===== config.mk =====
export PLATFORM = sky130hd
export DESIGN_NAME = i2s_audio_tx
export DESIGN_NICKNAME = d
export VERILOG_FILES = /design/src/verilog/i2s_pkg.sv /design/src/verilog/i2s_bit_clock_gen.sv /design/src/verilog/sample_frame_buffer.sv /design/src/verilog/i2s_serializer.sv /design/src/verilog/i2s_audio_tx.sv
export SDC_FILE = /design/constraint.sdc
export NUM_CORES = 1
export LEC_CHECK = 0
export BUFFER_PORTS_ARGS = -buffer_cell sky130_fd_sc_hd__buf_2
export CAP_MARGIN = 40
export CORE_ASPECT_RATIO = 1.2
export CORE_MARGIN = 2
export CORE_UTILIZATION = 62
export DETAILED_ROUTE_END_ITERATION = 16
export PLACE_DENSITY = 0.86
export SYNTH_ARGS = -nofsm -noshare
export SYNTH_HDL_FRONTEND = slang
export SYNTH_SLANG_ARGS = --single-unit

===== constraint.sdc =====
create_clock -name clk -period 3.3 [get_ports clk]
set_input_delay 0.33 -clock clk [delete_from_list [all_inputs] [get_ports clk]]
set_output_delay 0.33 -clock clk [all_outputs]
set_load 0.05 [all_outputs]

===== src/verilog/i2s_pkg.sv =====
package i2s_pkg;

    // Default data bits carried per channel
    parameter int SAMPLE_WIDTH = 8;

    // Default bit periods per channel slot, at least SAMPLE_WIDTH + 1
    parameter int SLOT_WIDTH = 16;

    typedef logic [SAMPLE_WIDTH-1:0] sample_t;                 // One channel PCM word

    // Slot counter must reach SLOT_WIDTH + 1 (the MSB reload count)
    typedef logic [$clog2(SLOT_WIDTH + 2)-1:0] slot_count_t;

    typedef struct packed {
        sample_t left;                                          // Sent while word_select is 0
        sample_t right;                                         // Sent while word_select is 1
    } stereo_sample_t;

    // Serializer phases, decoded from the slot counter
    typedef enum logic [2:0] {
        IDLE_BIT,                                               // Count 0, dead bit after reset
        LOAD_MSB,                                               // Count 1 or slot+1, MSB out
        SHIFT_DATA,                                             // Remaining data bits
        PAD_ZERO,                                               // Zero fill up to slot end
        WS_TOGGLE                                               // Last bit period of the slot
    } ser_state_t;

endpackage


===== src/verilog/i2s_bit_clock_gen.sv =====
`timescale 1ns/1ps

module i2s_bit_clock_gen #(
    parameter int clk_div = 4                                   // clk cycles per bit_clk period
) (
    input  logic clk,
    input  logic rst,
    output logic bit_clk,
    output logic bit_clk_fall
);

    // Half period in clk cycles, bit_clk toggles once per half
    localparam int half_period = clk_div / 2;
    localparam int div_width = (half_period > 1) ? $clog2(half_period) : 1;
    localparam logic [div_width-1:0] div_last = div_width'(half_period - 1);

    logic [div_width-1:0] div_cnt;                              // Position inside the half period
    logic                 div_wrap;                             // Last cycle of a half period

    assign div_wrap = (div_cnt == div_last);

    // Divide counter, free running from reset
    always_ff @(posedge clk or posedge rst) begin
        if (rst) begin
            div_cnt <= '0;
        end else if (div_wrap) begin
            div_cnt <= '0;                                      // Start next half period
        end else begin
            div_cnt <= div_cnt + 1'b1;
        end
    end

    // Bit clock register, low out of reset
    always_ff @(posedge clk or posedge rst) begin
        if (rst) begin
            bit_clk <= 1'b0;
        end else if (div_wrap) begin
            bit_clk <= ~bit_clk;                                // Toggle at every wrap
        end
    end

    // High in the cycle where bit_clk is about to be loaded with 0,
    // so logic using it updates on the same clk edge as the falling edge
    assign bit_clk_fall = div_wrap & bit_clk;

endmodule


===== src/verilog/sample_frame_buffer.sv =====
`timescale 1ns/1ps

module sample_frame_buffer (
    input  logic                   clk,
    input  logic                   rst,
    input  i2s_pkg::stereo_sample_t sample_in,
    input  logic                   sample_valid,
    input  logic                   frame_request,
    output i2s_pkg::stereo_sample_t active_sample
);

    import i2s_pkg::*;

    // Writer side stage, latest pair from the source
    stereo_sample_t pending_sample;

    // Pending stage takes every valid pair, a newer one overwrites an unsent one
    always_ff @(posedge clk or posedge rst) begin
        if (rst) begin
            pending_sample <= '0;                               // Silence until first write
        end else if (sample_valid) begin
            pending_sample <= sample_in;
        end
    end

    // Active stage only moves at a frame boundary,
    // so left and right of one frame always come from the same pair
    always_ff @(posedge clk or posedge rst) begin
        if (rst) begin
            active_sample <= '0;
        end else if (frame_request) begin
            active_sample <= pending_sample;                    // Held for the whole frame
        end
    end

endmodule


===== src/verilog/i2s_serializer.sv =====
`timescale 1ns/1ps

module i2s_serializer #(
    parameter int slot_width = i2s_pkg::SLOT_WIDTH              // Bit periods per channel slot
) (
    input  logic                   clk,
    input  logic                   rst,
    input  logic                   bit_clk_fall,
    input  i2s_pkg::stereo_sample_t active_sample,
    output logic                   serial_out,
    output logic                   word_select,
    output logic                   frame_request
);

    import i2s_pkg::*;

    // Slot counter landmarks
    localparam slot_count_t cnt_msb        = slot_count_t'(1);             // First MSB after reset
    localparam slot_count_t cnt_first_shift = slot_count_t'(2);            // After any MSB
    localparam slot_count_t cnt_last_data  = slot_count_t'(SAMPLE_WIDTH);  // Final data bit
    localparam slot_count_t cnt_toggle     = slot_count_t'(slot_width);    // Slot end
    localparam slot_count_t cnt_msb_next   = slot_count_t'(slot_width + 1); // MSB of later slots

    slot_count_t slot_cnt;                                      // Bit period inside the slot
    slot_count_t slot_cnt_n;
    ser_state_t  state;                                         // Decoded phase of slot_cnt
    sample_t     shift_reg;                                     // Remaining bits of the channel
    sample_t     shift_n;
    sample_t     cur_chan;                                      // Channel chosen by word_select
    logic        serial_out_n;
    logic        word_select_n;
    logic        frame_request_n;

    // Phase decode, counter ranges follow the slot layout
    always_comb begin
        if (slot_cnt == '0) begin
            state = IDLE_BIT;
        end else if (slot_cnt == cnt_msb || slot_cnt == cnt_msb_next) begin
            state = LOAD_MSB;
        end else if (slot_cnt <= cnt_last_data) begin
            state = SHIFT_DATA;
        end else if (slot_cnt < cnt_toggle) begin
            state = PAD_ZERO;
        end else begin
            state = WS_TOGGLE;
        end
    end

    // word_select already holds its new value when a load happens,
    // it was toggled one bit period earlier
    assign cur_chan = word_select ? active_sample.right : active_sample.left;

    // Next state, only advances on a bit_clk falling edge
    always_comb begin
        slot_cnt_n      = slot_cnt;
        serial_out_n    = serial_out;
        word_select_n   = word_select;
        shift_n         = shift_reg;
        frame_request_n = 1'b0;                                 // Pulse, one cycle only
        if (bit_clk_fall) begin
            case (state)
                IDLE_BIT: begin
                    serial_out_n    = 1'b0;                     // Dead bit
                    frame_request_n = 1'b1;                     // Fetch first stereo pair
                    slot_cnt_n      = cnt_msb;
                end
                LOAD_MSB: begin
                    serial_out_n = cur_chan[SAMPLE_WIDTH-1];    // Straight from the input
                    shift_n      = {cur_chan[SAMPLE_WIDTH-2:0], 1'b0};
                    slot_cnt_n   = cnt_first_shift;
                end
                SHIFT_DATA: begin
                    serial_out_n = shift_reg[SAMPLE_WIDTH-1];
                    shift_n      = {shift_reg[SAMPLE_WIDTH-2:0], 1'b0};
                    slot_cnt_n   = slot_cnt + 1'b1;
                end
                PAD_ZERO: begin
                    serial_out_n = 1'b0;                        // Unused slot bits
                    slot_cnt_n   = slot_cnt + 1'b1;
                end
                WS_TOGGLE: begin
                    serial_out_n    = 1'b0;
                    word_select_n   = ~word_select;             // One bit ahead of the MSB
                    frame_request_n = word_select;              // Right slot done, left is next
                    slot_cnt_n      = cnt_msb_next;
                end
                default: begin
                    slot_cnt_n = '0;                            // Restart with a dead bit
                end
            endcase
        end
    end

    // Control and output registers
    always_ff @(posedge clk or posedge rst) begin
        if (rst) begin
            slot_cnt      <= '0;
            serial_out    <= 1'b0;
            word_select   <= 1'b0;                              // Left channel first
            frame_request <= 1'b0;
        end else begin
            slot_cnt      <= slot_cnt_n;
            serial_out    <= serial_out_n;
            word_select   <= word_select_n;
            frame_request <= frame_request_n;
        end
    end

    // Data shift register, MSB leaves first
    always_ff @(posedge clk or posedge rst) begin
        if (rst) begin
            shift_reg <= '0;
        end else begin
            shift_reg <= shift_n;
        end
    end

endmodule


===== src/verilog/i2s_audio_tx.sv =====
`timescale 1ns/1ps

module i2s_audio_tx #(
    parameter int clk_div    = 4,                               // clk cycles per bit period
    parameter int slot_width = i2s_pkg::SLOT_WIDTH              // Bit periods per channel slot
) (
    input  logic                   clk,
    input  logic                   rst,
    input  i2s_pkg::stereo_sample_t sample_in,
    input  logic                   sample_valid,
    output logic                   bit_clk,
    output logic                   word_select,
    output logic                   serial_out
);

    import i2s_pkg::*;

    logic           bit_clk_fall;                               // One cycle per falling edge
    logic           frame_request;                              // Start of every left slot
    stereo_sample_t active_sample;                              // Pair being sent this frame

    // Serial bit clock and its falling edge strobe
    i2s_bit_clock_gen #(
        .clk_div      (clk_div)
    ) i_bit_clock_gen (
        .clk          (clk),
        .rst          (rst),
        .bit_clk      (bit_clk),
        .bit_clk_fall (bit_clk_fall)
    );

    // Pending and active stereo registers
    sample_frame_buffer i_frame_buffer (
        .clk           (clk),
        .rst           (rst),
        .sample_in     (sample_in),
        .sample_valid  (sample_valid),
        .frame_request (frame_request),
        .active_sample (active_sample)
    );

    // Slot counting and MSB first shifting
    i2s_serializer #(
        .slot_width    (slot_width)
    ) i_serializer (
        .clk           (clk),
        .rst           (rst),
        .bit_clk_fall  (bit_clk_fall),
        .active_sample (active_sample),
        .serial_out    (serial_out),
        .word_select   (word_select),
        .frame_request (frame_request)
    );

endmodule


==> flow_metrics.py, run 1 <==
metrics = {
    "sta": {
        "tns_ns": 0,
        "fin_crit_sh_pct": 70.1,
        "finalSetupViolations": 0,
        "fin_skew_ns": 0.00785,
        "rsz0062_at_grt": "no",
        "fmax_mhz": 432,
        "maxSlewHeadroom_pct": 54.7,
        "fin_crit_ns": 2.31,
        "worstMarginPinSlew_ns": 0.680,
        "hold_viol": 0,
        "maxSlewViolCount": 0,
    },
    "cells_and_area": {
        "finalCoreUtilization_pct": 73.1,
        "num-fill-cells": 212,
        "multi_input_area_um2": 918,
        "area_growth_pct": 11.8,
        "seq_area_um2": 1230,
        "antenna_cells": 0,
        "mostFrequentLayoutCells": "49 x dfrtp_1, 40 x mux2_2, 21 x buf_2",
        "num-nets-final": 206,
        "final_common_cell": "dfrtp_1",
        "drive_gt1_share_pct": 41.1,
    },
    "setup_path": {
        "cp.arrival_ns": 2.50,
        "slowest_stage": "dfrtp_1",
        "critPathKind": "reg2reg",
        "setup.worst_path.start_class": "register",
        "cp_max_fo": 8,
        "crit_required_ns": 3.48,
        "crit_chain": "inv_1 -> ha_1 -> or2_4 -> a221oi_4 -> mux2_1 -> mux2_1",
        "critPathCaptureType": "register",
        "worst_path_most_repeated_cell": "mux2_1",
        "crit_path_max_incr_delay_ns": 0.42,
    },
    "pwr": {
        "power_density_nw_per_um2": 476,
        "p_leak_nw": 1.12,
        "finalPower_mw": 1.17,
        "ir_drop_v": 0.000539,
    },
    "logic_synthesis": {
        "synth_fp_nets": 185,
        "synthMuxAreaShare_pct": 27.1,
        "synthTopCellsByArea": "dfrtp_1 56%, mux2_2 20%, mux2_1 6.1%",
        "yosys.area_share.simple_pct": 6.03,
        "ys_seq_elements": 49,
        "synth_cell_types": 32,
        "synth_xor_area_share_pct": 0.796,
        "synth_edf_count": 0,
        "yosysWarningCount": 0,
        "synth_top_area_cell": "dfrtp_1",
        "synth_ff_type": "dfrtp_1",
        "synth_fa_ha_area_share_pct": 1.71,
        "syn_area_um2": 2200,
        "syn_area_per_cell_um2": 13.5,
        "synth_top_area_share_pct": 55.7,
        "synth_compound_area_share_pct": 6.14,
        "ys_seq_area_share_pct": 55.7,
        "synthArstFlopShare_pct": 100,
        "postSynthCellCount": 163,
        "synth_top_family_by_area": "multiplexers",
    },
    "drt": {
        "drc_errors": 0,
        "num_vias": 1308,
        "avgViaCountPerCell": 5.89,
        "dr_wl_met3_um": 169,
        "first_pass_iters": 4,
        "antenna_left": 0,
        "wl_um": 3660,
        "dr_wl_met2_um": 1860,
        "drt_iter0_markers": 45,
        "wl_per_cell_um": 16.5,
        "wl_met1_um": 1550,
        "top_layer": "met4",
    },
    "global_routing": {
        "grt_max_degree": 36,
        "grt_overflow_total": 0,
        "grt_pass1_vias": 1394,
        "grt_pass1_wl_um": 6620,
        "grt_usage_pct": 21.5,
        "antenna_found_initial": 0,
    },
    "clock_tree": {
        "cts_setup_buffers": 0,
        "cts-root-buf": "clkbuf_8",
        "clockBufferDepth": 2,
        "clk_latency_ns": 0.30,
        "clkSinkCount": 49,
        "clk_pin_slew_worst_paths_ns": 0.09,
        "cts_tree": "yes",
        "tritoncts.num_buffers": 5,
        "htree_levels": 2,
    },
    "placed_design": {
        "gp_congestion": 0.858,
        "hpwlAfterDp_um": 2530,
        "port_buffers": 21,
    },
    "min_path": {
        "hold_path.class": "in2reg",
    },
    "floorplan": {
        "core_area_um2": 3370,
        "ioPinCount": 22,
        "dieArea_um2": 4040,
        "initial_core_util_pct": 65.4,
        "dieWidth_um": 58.4,
        "num_rows": 23,
        "die_h_um": 69.3,
    },
    "outcome": {
        "status": "complete, no violations",
    },
    "flow_run": {
        "max_cap_violations": 0,
    },
}
timing repair:
action / in CTS / in global routing
hold buffers: 1 / 0
gates resized for setup: 0 / 0
endpoints found under the hold margin: 14 / 0
logic make-up (layout without fill, tap and decap cells):
family | count (synthesis) | after routing
mux | 53 | 53
flops | 49 | 49
simple gates | 24 | 24
compound gates | 18 | 18
buf+inv | 14 | 36
fa+ha+maj | 3 | 3
xor+xnor | 2 | 2
worst max-delay path, delay by kind of cell (launching register included):
kind	cells	cell delay, ns
flip-flops	1	0.42
multiplexers	2	0.68
buffers and inverters	1	0.08
AO/OA/AOI/OAI	1	0.42
adder cells (fa/ha/maj)	1	0.30
AND/OR/NAND/NOR	1	0.30
final timing paths:
| path | start | to | slack [ns] | cells after the start |
|---|---|---|---|---|
| min | sample_in[2] | i_frame_buffer.pending_sample[2] | 0.25 | 2 |
| max in group asynchronous | rst | i_frame_buffer.pending_sample[0] | 2.30 | 4 |
| min reg2reg | i_serializer.serial_out | i_serializer.serial_out | 0.50 | 2 |
| min in group asynchronous | rst | i_serializer.word_select | 0.52 | 3 |
| max reg2reg | i_serializer.slot_cnt[0] | i_serializer.shift_reg[2] | 0.99 | 6 |
| max | i_serializer.slot_cnt[0] | i_serializer.shift_reg[2] | 0.99 | 6 |
synth_stat cells, types with 2 or more instances:
| cell type | n |
|---|---|
| a21o_1 | 2 |
| nor3_1 | 2 |
| nand2_1 | 4 |
| clkbuf_1 | 5 |
| mux2_1 | 12 |
| nand3_1 | 3 |
| inv_1 | 5 |
| or3b_1 | 2 |
| dfrtp_1 | 49 |
| a21oi_1 | 3 |
| buf_2 | 3 |
| mux2_2 | 40 |
| o21ai_0 | 6 |
| nor2_1 | 7 |
| ha_1 | 3 |
routing by layer:
metal / track usage, % / vias up
met5: 0 / -
met3: 5.41 / 9
met1: 27.8 / 648
met2: 34.0 / 35
li1: - / 616
met4: 9.30 / 0
report_power, final:
group / internal (mW) / total (mW) / switching, mW / leakage [nW]
logic: 0.0519 / 0.0839 / 0.0320 / 0.465
clock network: 0.227 / 0.430 / 0.203 / 0.0543
registers: 0.639 / 0.657 / 0.0187 / 0.598
total: 0.917 / 1.17 / 0.254 / 1.12
per-stage QoR:
| stage | setup slack [ns] | hold slack, ns | instance area [um^2] | cells |
|---|---|---|---|---|
| 3_5_place_dp | 1.02 | 0.313 | 2330 | 213 |
| 4_1_cts | 0.972 | 0.247 | 2460 | 222 |
| 3_3_place_gp | 1.12 | 0.459 | 2310 | 212 |
| 5_1_grt | 0.884 | 0.246 | 2460 | 222 |
| 2_1_floorplan | 1.19 | 0.447 | 2200 | 163 |
| 6_report | 0.986 | 0.251 | 2460 | 222 |
cell type report:
class | count | share of cell area [%]
clock inverter | 3 | 1.88
clock buffer | 5 | 2.80
sequential | 49 | 49.8
timing repair buffer | 23 | 5.49
multi-input combinational | 100 | 37.3
inverter | 5 | 0.763
tap | 37 | 1.88
Power figures use the tool's default switching activity.
==> run 2: changes to the inputs <==
--- a/config.mk
+++ b/config.mk
@@ -9,9 +9,9 @@
 export CAP_MARGIN = 40
 export CORE_ASPECT_RATIO = 1.2
 export CORE_MARGIN = 2
-export CORE_UTILIZATION = 62
+export CORE_UTILIZATION = 58
 export DETAILED_ROUTE_END_ITERATION = 16
-export PLACE_DENSITY = 0.86
+export PLACE_DENSITY = 0.82
 export SYNTH_ARGS = -nofsm -noshare
 export SYNTH_HDL_FRONTEND = slang
 export SYNTH_SLANG_ARGS = --single-unit
==> constraint.sdc (replaced) <==
create_clock -name clk -period 2.27 [get_ports clk]
set_input_delay 0.227 -clock clk [delete_from_list [all_inputs] [get_ports clk]]
set_output_delay 0.227 -clock clk [all_outputs]
set_load 0.05 [all_outputs]
==> run 2 against run 1 <==
Die area rose by 6.5%. Global-route usage fell by 0.80 points. Clock power rose by 47%.
==> flow_metrics.py, run 2 (synthesis gave the netlist of run 1 again) <==
metrics = {
    "outcome": {
        "status": "complete, no violations",
    },
    "setup_path": {
        "cp.arrival_ns": 2.37,
        "critPathCaptureType": "register",
        "cp_max_fo": 8,
        "critPathKind": "reg2reg",
        "crit_required_ns": 2.45,
        "setup.worst_path.start_class": "register",
    },
    "sta": {
        "hold_slack_ns": 0.156,
        "finalSetupViolations": 0,
        "fin_crit_ns": 2.19,
        "maxSlewHeadroom_pct": 53.8,
        "rsz0062_at_grt": "no",
        "worstMarginPinSlew_ns": 0.693,
        "fin_crit_sh_pct": 96.3,
        "tns_ns": 0,
        "hold_viol": 0,
        "maxSlewViolCount": 0,
        "fmax_mhz": 458,
        "fin_skew_ns": 0.00594,
        "worst_slack_ns": 0.0847,
    },
    "cells_and_area": {
        "drive_gt1_share_pct": 41.5,
        "final_common_cell": "dfrtp_1",
        "final_area_um2": 2500,
        "mostFrequentLayoutCells": "49 x dfrtp_1, 40 x mux2_2, 21 x buf_2",
        "finalCoreUtilization_pct": 68.9,
        "num-nets-final": 209,
        "area_growth_pct": 13.7,
        "antenna_cells": 0,
        "layoutNonFillerInstCount": 240,
    },
    "global_routing": {
        "grt_pass1_wl_um": 6590,
        "grt_overflow_total": 0,
        "grt_usage_pct": 20.7,
        "grt_use_met1_pct": 24.5,
        "grt_pass1_vias": 1431,
        "busiest_layer": "met2",
        "grtUsageMet3_pct": 5.05,
        "grt_max_degree": 30,
        "met2_usage_pct": 36.0,
        "antenna_found_initial": 0,
    },
    "floorplan": {
        "core_area_um2": 3630,
        "initial_core_util_pct": 60.6,
        "ioPinCount": 22,
        "dieArea_um2": 4310,
        "num_rows": 24,
        "dieWidth_um": 60.2,
        "die_h_um": 71.5,
    },
    "placed_design": {
        "preCtsSetupSlack_ns": 0.0596,
        "port_buffers": 21,
        "place_area_um2": 2360,
        "gp_congestion": 0.873,
        "hpwlAfterDp_um": 2720,
        "dp.cells": 230,
    },
    "clock_tree": {
        "clk_pin_slew_worst_paths_ns": 0.09,
        "cts_tree": "yes",
        "ctsResizeCount": 0,
        "htree_levels": 2,
        "clockBufferDepth": 2,
        "clk_latency_ns": 0.30,
        "tritoncts.num_buffers": 5,
        "clkSinkCount": 49,
        "cts-root-buf": "clkbuf_8",
    },
    "flow_run": {
        "max_cap_violations": 0,
    },
    "pwr": {
        "power_density_nw_per_um2": 682,
        "p_leak_nw": 1.13,
        "ir_drop_v": 0.000411,
        "finalPower_mw": 1.71,
    },
    "min_path": {
        "hold_path.class": "in2reg",
    },
    "drt": {
        "avgViaCountPerCell": 5.58,
        "wl_um": 3830,
        "num_vias": 1338,
        "wl_per_cell_um": 15.9,
        "drt_iter0_markers": 32,
        "drc_errors": 0,
        "antenna_left": 0,
        "first_pass_iters": 4,
    },
}
## run 2: power breakdown
part	internal [mW]	leakage [nW]	switching, mW
clock	0.359	0.0585	0.273
sequential	0.929	0.598	0.0278
combinational	0.0732	0.478	0.0466
total	1.36	1.13	0.347
## run 2: cell type report
| type | count | area, um^2 |
|---|---|---|
| inverter | 5 | 18.8 |
| clock buffer | 7 | 86.3 |
| tap | 52 | 65.1 |
| multi-input combinational | 100 | 918 |
| timing repair buffer | 26 | 158 |
| fill | 263 | 1130 |
| clock inverter | 1 | 30.0 |
| sequential | 49 | 1230 |
## run 2: repair_timing
item                       CTS  global route
buffers inserted             0             1
hold endpoints to repair    20             0
hold buffers                 1             0
setup endpoints to repair    0             6
## run 2: layer usage
layer | part of all wire [%] | wire, um
met5 | 0 | 0
met4 | 1.9 | 74
met3 | 3.5 | 132
met2 | 55 | 2110
met1 | 39 | 1510
## run 2: worst paths after layout
kind / startpoint / endpoint / slack [ns] / cells past startpoint
max: i_serializer.slot_cnt[0] / i_serializer.shift_reg[5] / 0.08 / 7
min: sample_in[2] / i_frame_buffer.pending_sample[2] / 0.16 / 2
max reg2reg: i_serializer.slot_cnt[0] / i_serializer.shift_reg[5] / 0.08 / 7
min reg2reg: i_serializer.shift_reg[4] / i_serializer.shift_reg[4] / 0.49 / 1
max in group asynchronous: rst / i_frame_buffer.active_sample[15] / 1.11 / 4
min in group asynchronous: rst / i_frame_buffer.pending_sample[2] / 0.46 / 3
## run 2: critical path: stages (launching register included)
cell and delay, ns:
dfrtp_1 0.42, inv_1 0.08, ha_1 0.21, or2_4 0.26, a221oi_4 0.29, buf_12 0.16, mux2_1 0.32, mux2_1 0.30
==> run 3: changes to the inputs <==
--- a/config.mk
+++ b/config.mk
@@ -11,7 +11,8 @@
 export CORE_MARGIN = 2
 export CORE_UTILIZATION = 58
 export DETAILED_ROUTE_END_ITERATION = 16
-export PLACE_DENSITY = 0.82
+export PLACE_DENSITY = 0.81
 export SYNTH_ARGS = -nofsm -noshare
 export SYNTH_HDL_FRONTEND = slang
+export SYNTH_HIERARCHICAL = 1
 export SYNTH_SLANG_ARGS = --single-unit
==> run 3 against run 2 <==
Final area increased by 1.7%. Synthesized cell count increased by 0.61%. Core utilization decreased by 3.8 points. Die area increased by 6.3%. First-iteration DRC count increased by 63%. Wire length decreased by 6.3%. Setup slack got worse by 0.0041 ns. Synthesized area increased by 6.8%. Count of clock-buffer cells in the layout unchanged. Critical endpoint is now i_serializer/shift_reg[7].
==> flow_metrics.py, run 3 <==
metrics = {
    "outcome": {
        "status": "complete, no violations",
    },
    "logic_synthesis": {
        "synthArstFlopShare_pct": 100,
        "ys_seq_elements": 49,
        "postSynthCellCount": 164,
        "synth_cell_types": 37,
        "netlist_top_cells_count": "49 x dfrtp_1, 25 x mux2_2, 20 x mux2_4",
        "syn_area_per_cell_um2": 14.3,
        "synth_edf_count": 0,
        "synthTopCellsByArea": "dfrtp_1 52%, mux2_4 13%, mux2_2 12%",
        "synth_ff_type": "dfrtp_1",
        "syn_area_um2": 2350,
        "synth_fp_nets": 186,
        "yosysWarningCount": 6,
        "yosys.cell_count.top_type": "dfrtp_1",
        "synth_top_area_cell": "dfrtp_1",
        "synth_top_area_share_pct": 52.2,
        "ys_seq_area_share_pct": 52.2,
    },
    "setup_path": {
        "ff2ff_path_depth": 7,
        "cp_max_fo": 8,
        "r2r_start": "i_serializer/slot_cnt[0]",
        "rr_endpoint": "i_serializer/shift_reg[7]",
        "crit_required_ns": 2.46,
        "critPathCaptureType": "register",
        "setup.worst_path.start_class": "register",
        "critPathKind": "reg2reg",
        "rrSetupSlack_ns": 0.08,
        "cp.arrival_ns": 2.38,
    },
    "pwr": {
        "ir_drop_v": 0.000459,
        "finalPower_mw": 1.59,
        "p_leak_nw": 1.22,
        "power_density_nw_per_um2": 625,
    },
    "cells_and_area": {
        "final_common_cell": "dfrtp_1",
        "num-fill-cells": 302,
        "mostFrequentLayoutCells": "49 x dfrtp_1, 25 x mux2_2, 21 x buf_2",
        "area_growth_pct": 8.31,
        "antenna_cells": 0,
        "num-nets-final": 210,
        "finalCoreUtilization_pct": 65.1,
        "drive_gt1_share_pct": 43.9,
    },
    "drt": {
        "wl_per_cell_um": 14.7,
        "drt_iter0_markers": 52,
        "avgViaCountPerCell": 5.31,
        "num_vias": 1291,
        "wl_um": 3580,
        "antenna_left": 0,
        "first_pass_iters": 4,
        "drc_errors": 0,
    },
    "sta": {
        "tns_ns": 0,
        "fin_skew_ns": 0.00486,
        "maxSlewViolCount": 0,
        "worstMarginPinSlew_ns": 0.574,
        "fmax_mhz": 457,
        "fin_crit_ns": 2.19,
        "hold_viol": 0,
        "fin_crit_sh_pct": 96.4,
        "finalSetupViolations": 0,
        "maxSlewHeadroom_pct": 61.7,
        "hold_slack_ns": 0.151,
    },
    "clock_tree": {
        "clk_latency_ns": 0.30,
        "cts_tree": "yes",
        "clk_pin_slew_worst_paths_ns": 0.08,
        "clockBufferDepth": 2,
        "clkSinkCount": 49,
        "htree_levels": 2,
        "cts-root-buf": "clkbuf_8",
        "tritoncts.num_buffers": 5,
    },
    "min_path": {
        "hold_end": "i_frame_buffer/pending_sample[12]",
        "hold_depth": 2,
        "worstHoldStart": "sample_in[12]",
        "hold_path.class": "in2reg",
    },
    "global_routing": {
        "antenna_found_initial": 0,
        "grt_usage_pct": 18.7,
        "grt_overflow_total": 0,
        "grt_pass1_wl_um": 6580,
        "grt_pass1_vias": 1365,
        "grt_max_degree": 33,
    },
    "floorplan": {
        "die_h_um": 73.7,
        "dieArea_um2": 4580,
        "core_area_um2": 3910,
        "num_rows": 25,
        "dieWidth_um": 62.1,
        "ioPinCount": 22,
        "initial_core_util_pct": 60.1,
    },
    "placed_design": {
        "gp_congestion": 0.805,
        "port_buffers": 21,
        "hpwlAfterDp_um": 2480,
    },
    "flow_run": {
        "max_cap_violations": 0,
    },
}
==> run 3: cell count changes in the layout (fill, tap and decap cells not counted), moves of 2 or more <==
| cell | previous run | this run |
|---|---|---|
| inv_1 | 4 | 8 |
| mux2_1 | 12 | 6 |
| mux2_2 | 40 | 25 |
| mux2_4 | 0 | 20 |
| nand3_1 | 3 | 1 |
| nor2b_1 | 0 | 2 |
| o21ai_0 | 6 | 3 |
| or3b_1 | 2 | 0 |
==> run 3: worst max-delay path by stage <==
stage / startpoint / to / slack (ns)
after global routing: i_serializer/slot_cnt[0] / i_serializer/shift_reg[7] / -0.02
after floorplan: i_serializer/slot_cnt[0] / i_serializer/shift_reg[2] / 0.23
final: i_serializer/slot_cnt[0] / i_serializer/shift_reg[7] / 0.08
after detailed placement: i_serializer/slot_cnt[0] / i_serializer/shift_reg[4] / 0.04
after CTS: i_serializer/slot_cnt[0] / i_serializer/shift_reg[7] / 0.009
after global placement: i_serializer/slot_cnt[0] / i_serializer/shift_reg[4] / 0.16
==> run 3: area by class of cell <==
class	instances	area, um^2	area share (%)
Clock buffer	7	76.3	3.00
Clock inverter	1	7.51	0.295
Inverter	8	30.0	1.18
Multi-Input combinational cell	98	992	39.0
Sequential cell	49	1230	48.2
Tap cell	54	67.6	2.65
Timing Repair Buffer	26	145	5.70
==> run 3: layer usage <==
metal  wire length (um)  vias up  global-route usage, %
li1                   -      616                      -
met1               1540      641                   24.2
met2               1850       25                   30.3
met3                113        9                   3.37
met4                 87        0                   10.4
met5                  0        -                      0
==> run 3: where the power goes <==
part | internal [mW] | switching [mW] | leakage (nW)
clock network | 0.218 | 0.270 | 0.0385
registers | 0.929 | 0.0308 | 0.598
logic | 0.0933 | 0.0486 | 0.581
total | 1.24 | 0.350 | 1.22
==> run 3: repair_timing <==
item                       4_1_cts  5_1_grt
setup buffers                    0        2
setup endpoints to repair        0        6
hold endpoints to repair         2        0
gates resized for setup          0        0
hold buffers                     1        0
==> run 3: logic make-up (layout without fill, tap and decap cells) <==
family / Yosys count / in the layout / synth area share [%]
adders and majority gates: 3 / 3 / 1.60
and+or+nand+nor: 22 / 22 / 5.27
DFF: 49 / 49 / 52.2
buffers and inverters: 17 / 42 / 5.59
muxes: 53 / 53 / 28.5
xor gates and xnor gates: 2 / 2 / 0.746
AOI/OAI and AO/OA: 18 / 18 / 6.12
==> run 3: per-stage QoR <==
stage | worst slack, ns | instances | cell area [um^2]
detailed placement | 0.0372 | 232 | 2440
finish | 0.0807 | 243 | 2540
floorplan | 0.226 | 164 | 2350
global route | -0.0240 | 243 | 2540
CTS | 0.00915 | 241 | 2530
global placement | 0.158 | 232 | 2440
==> run 3: critical path, stage by stage (launching register included) <==
cell and delay (ns):
dfrtp_1 0.43, inv_1 0.08, ha_1 0.24, or2_4 0.26
a221oi_4 0.26, buf_4 0.21, mux2_1 0.34, mux2_2 0.26
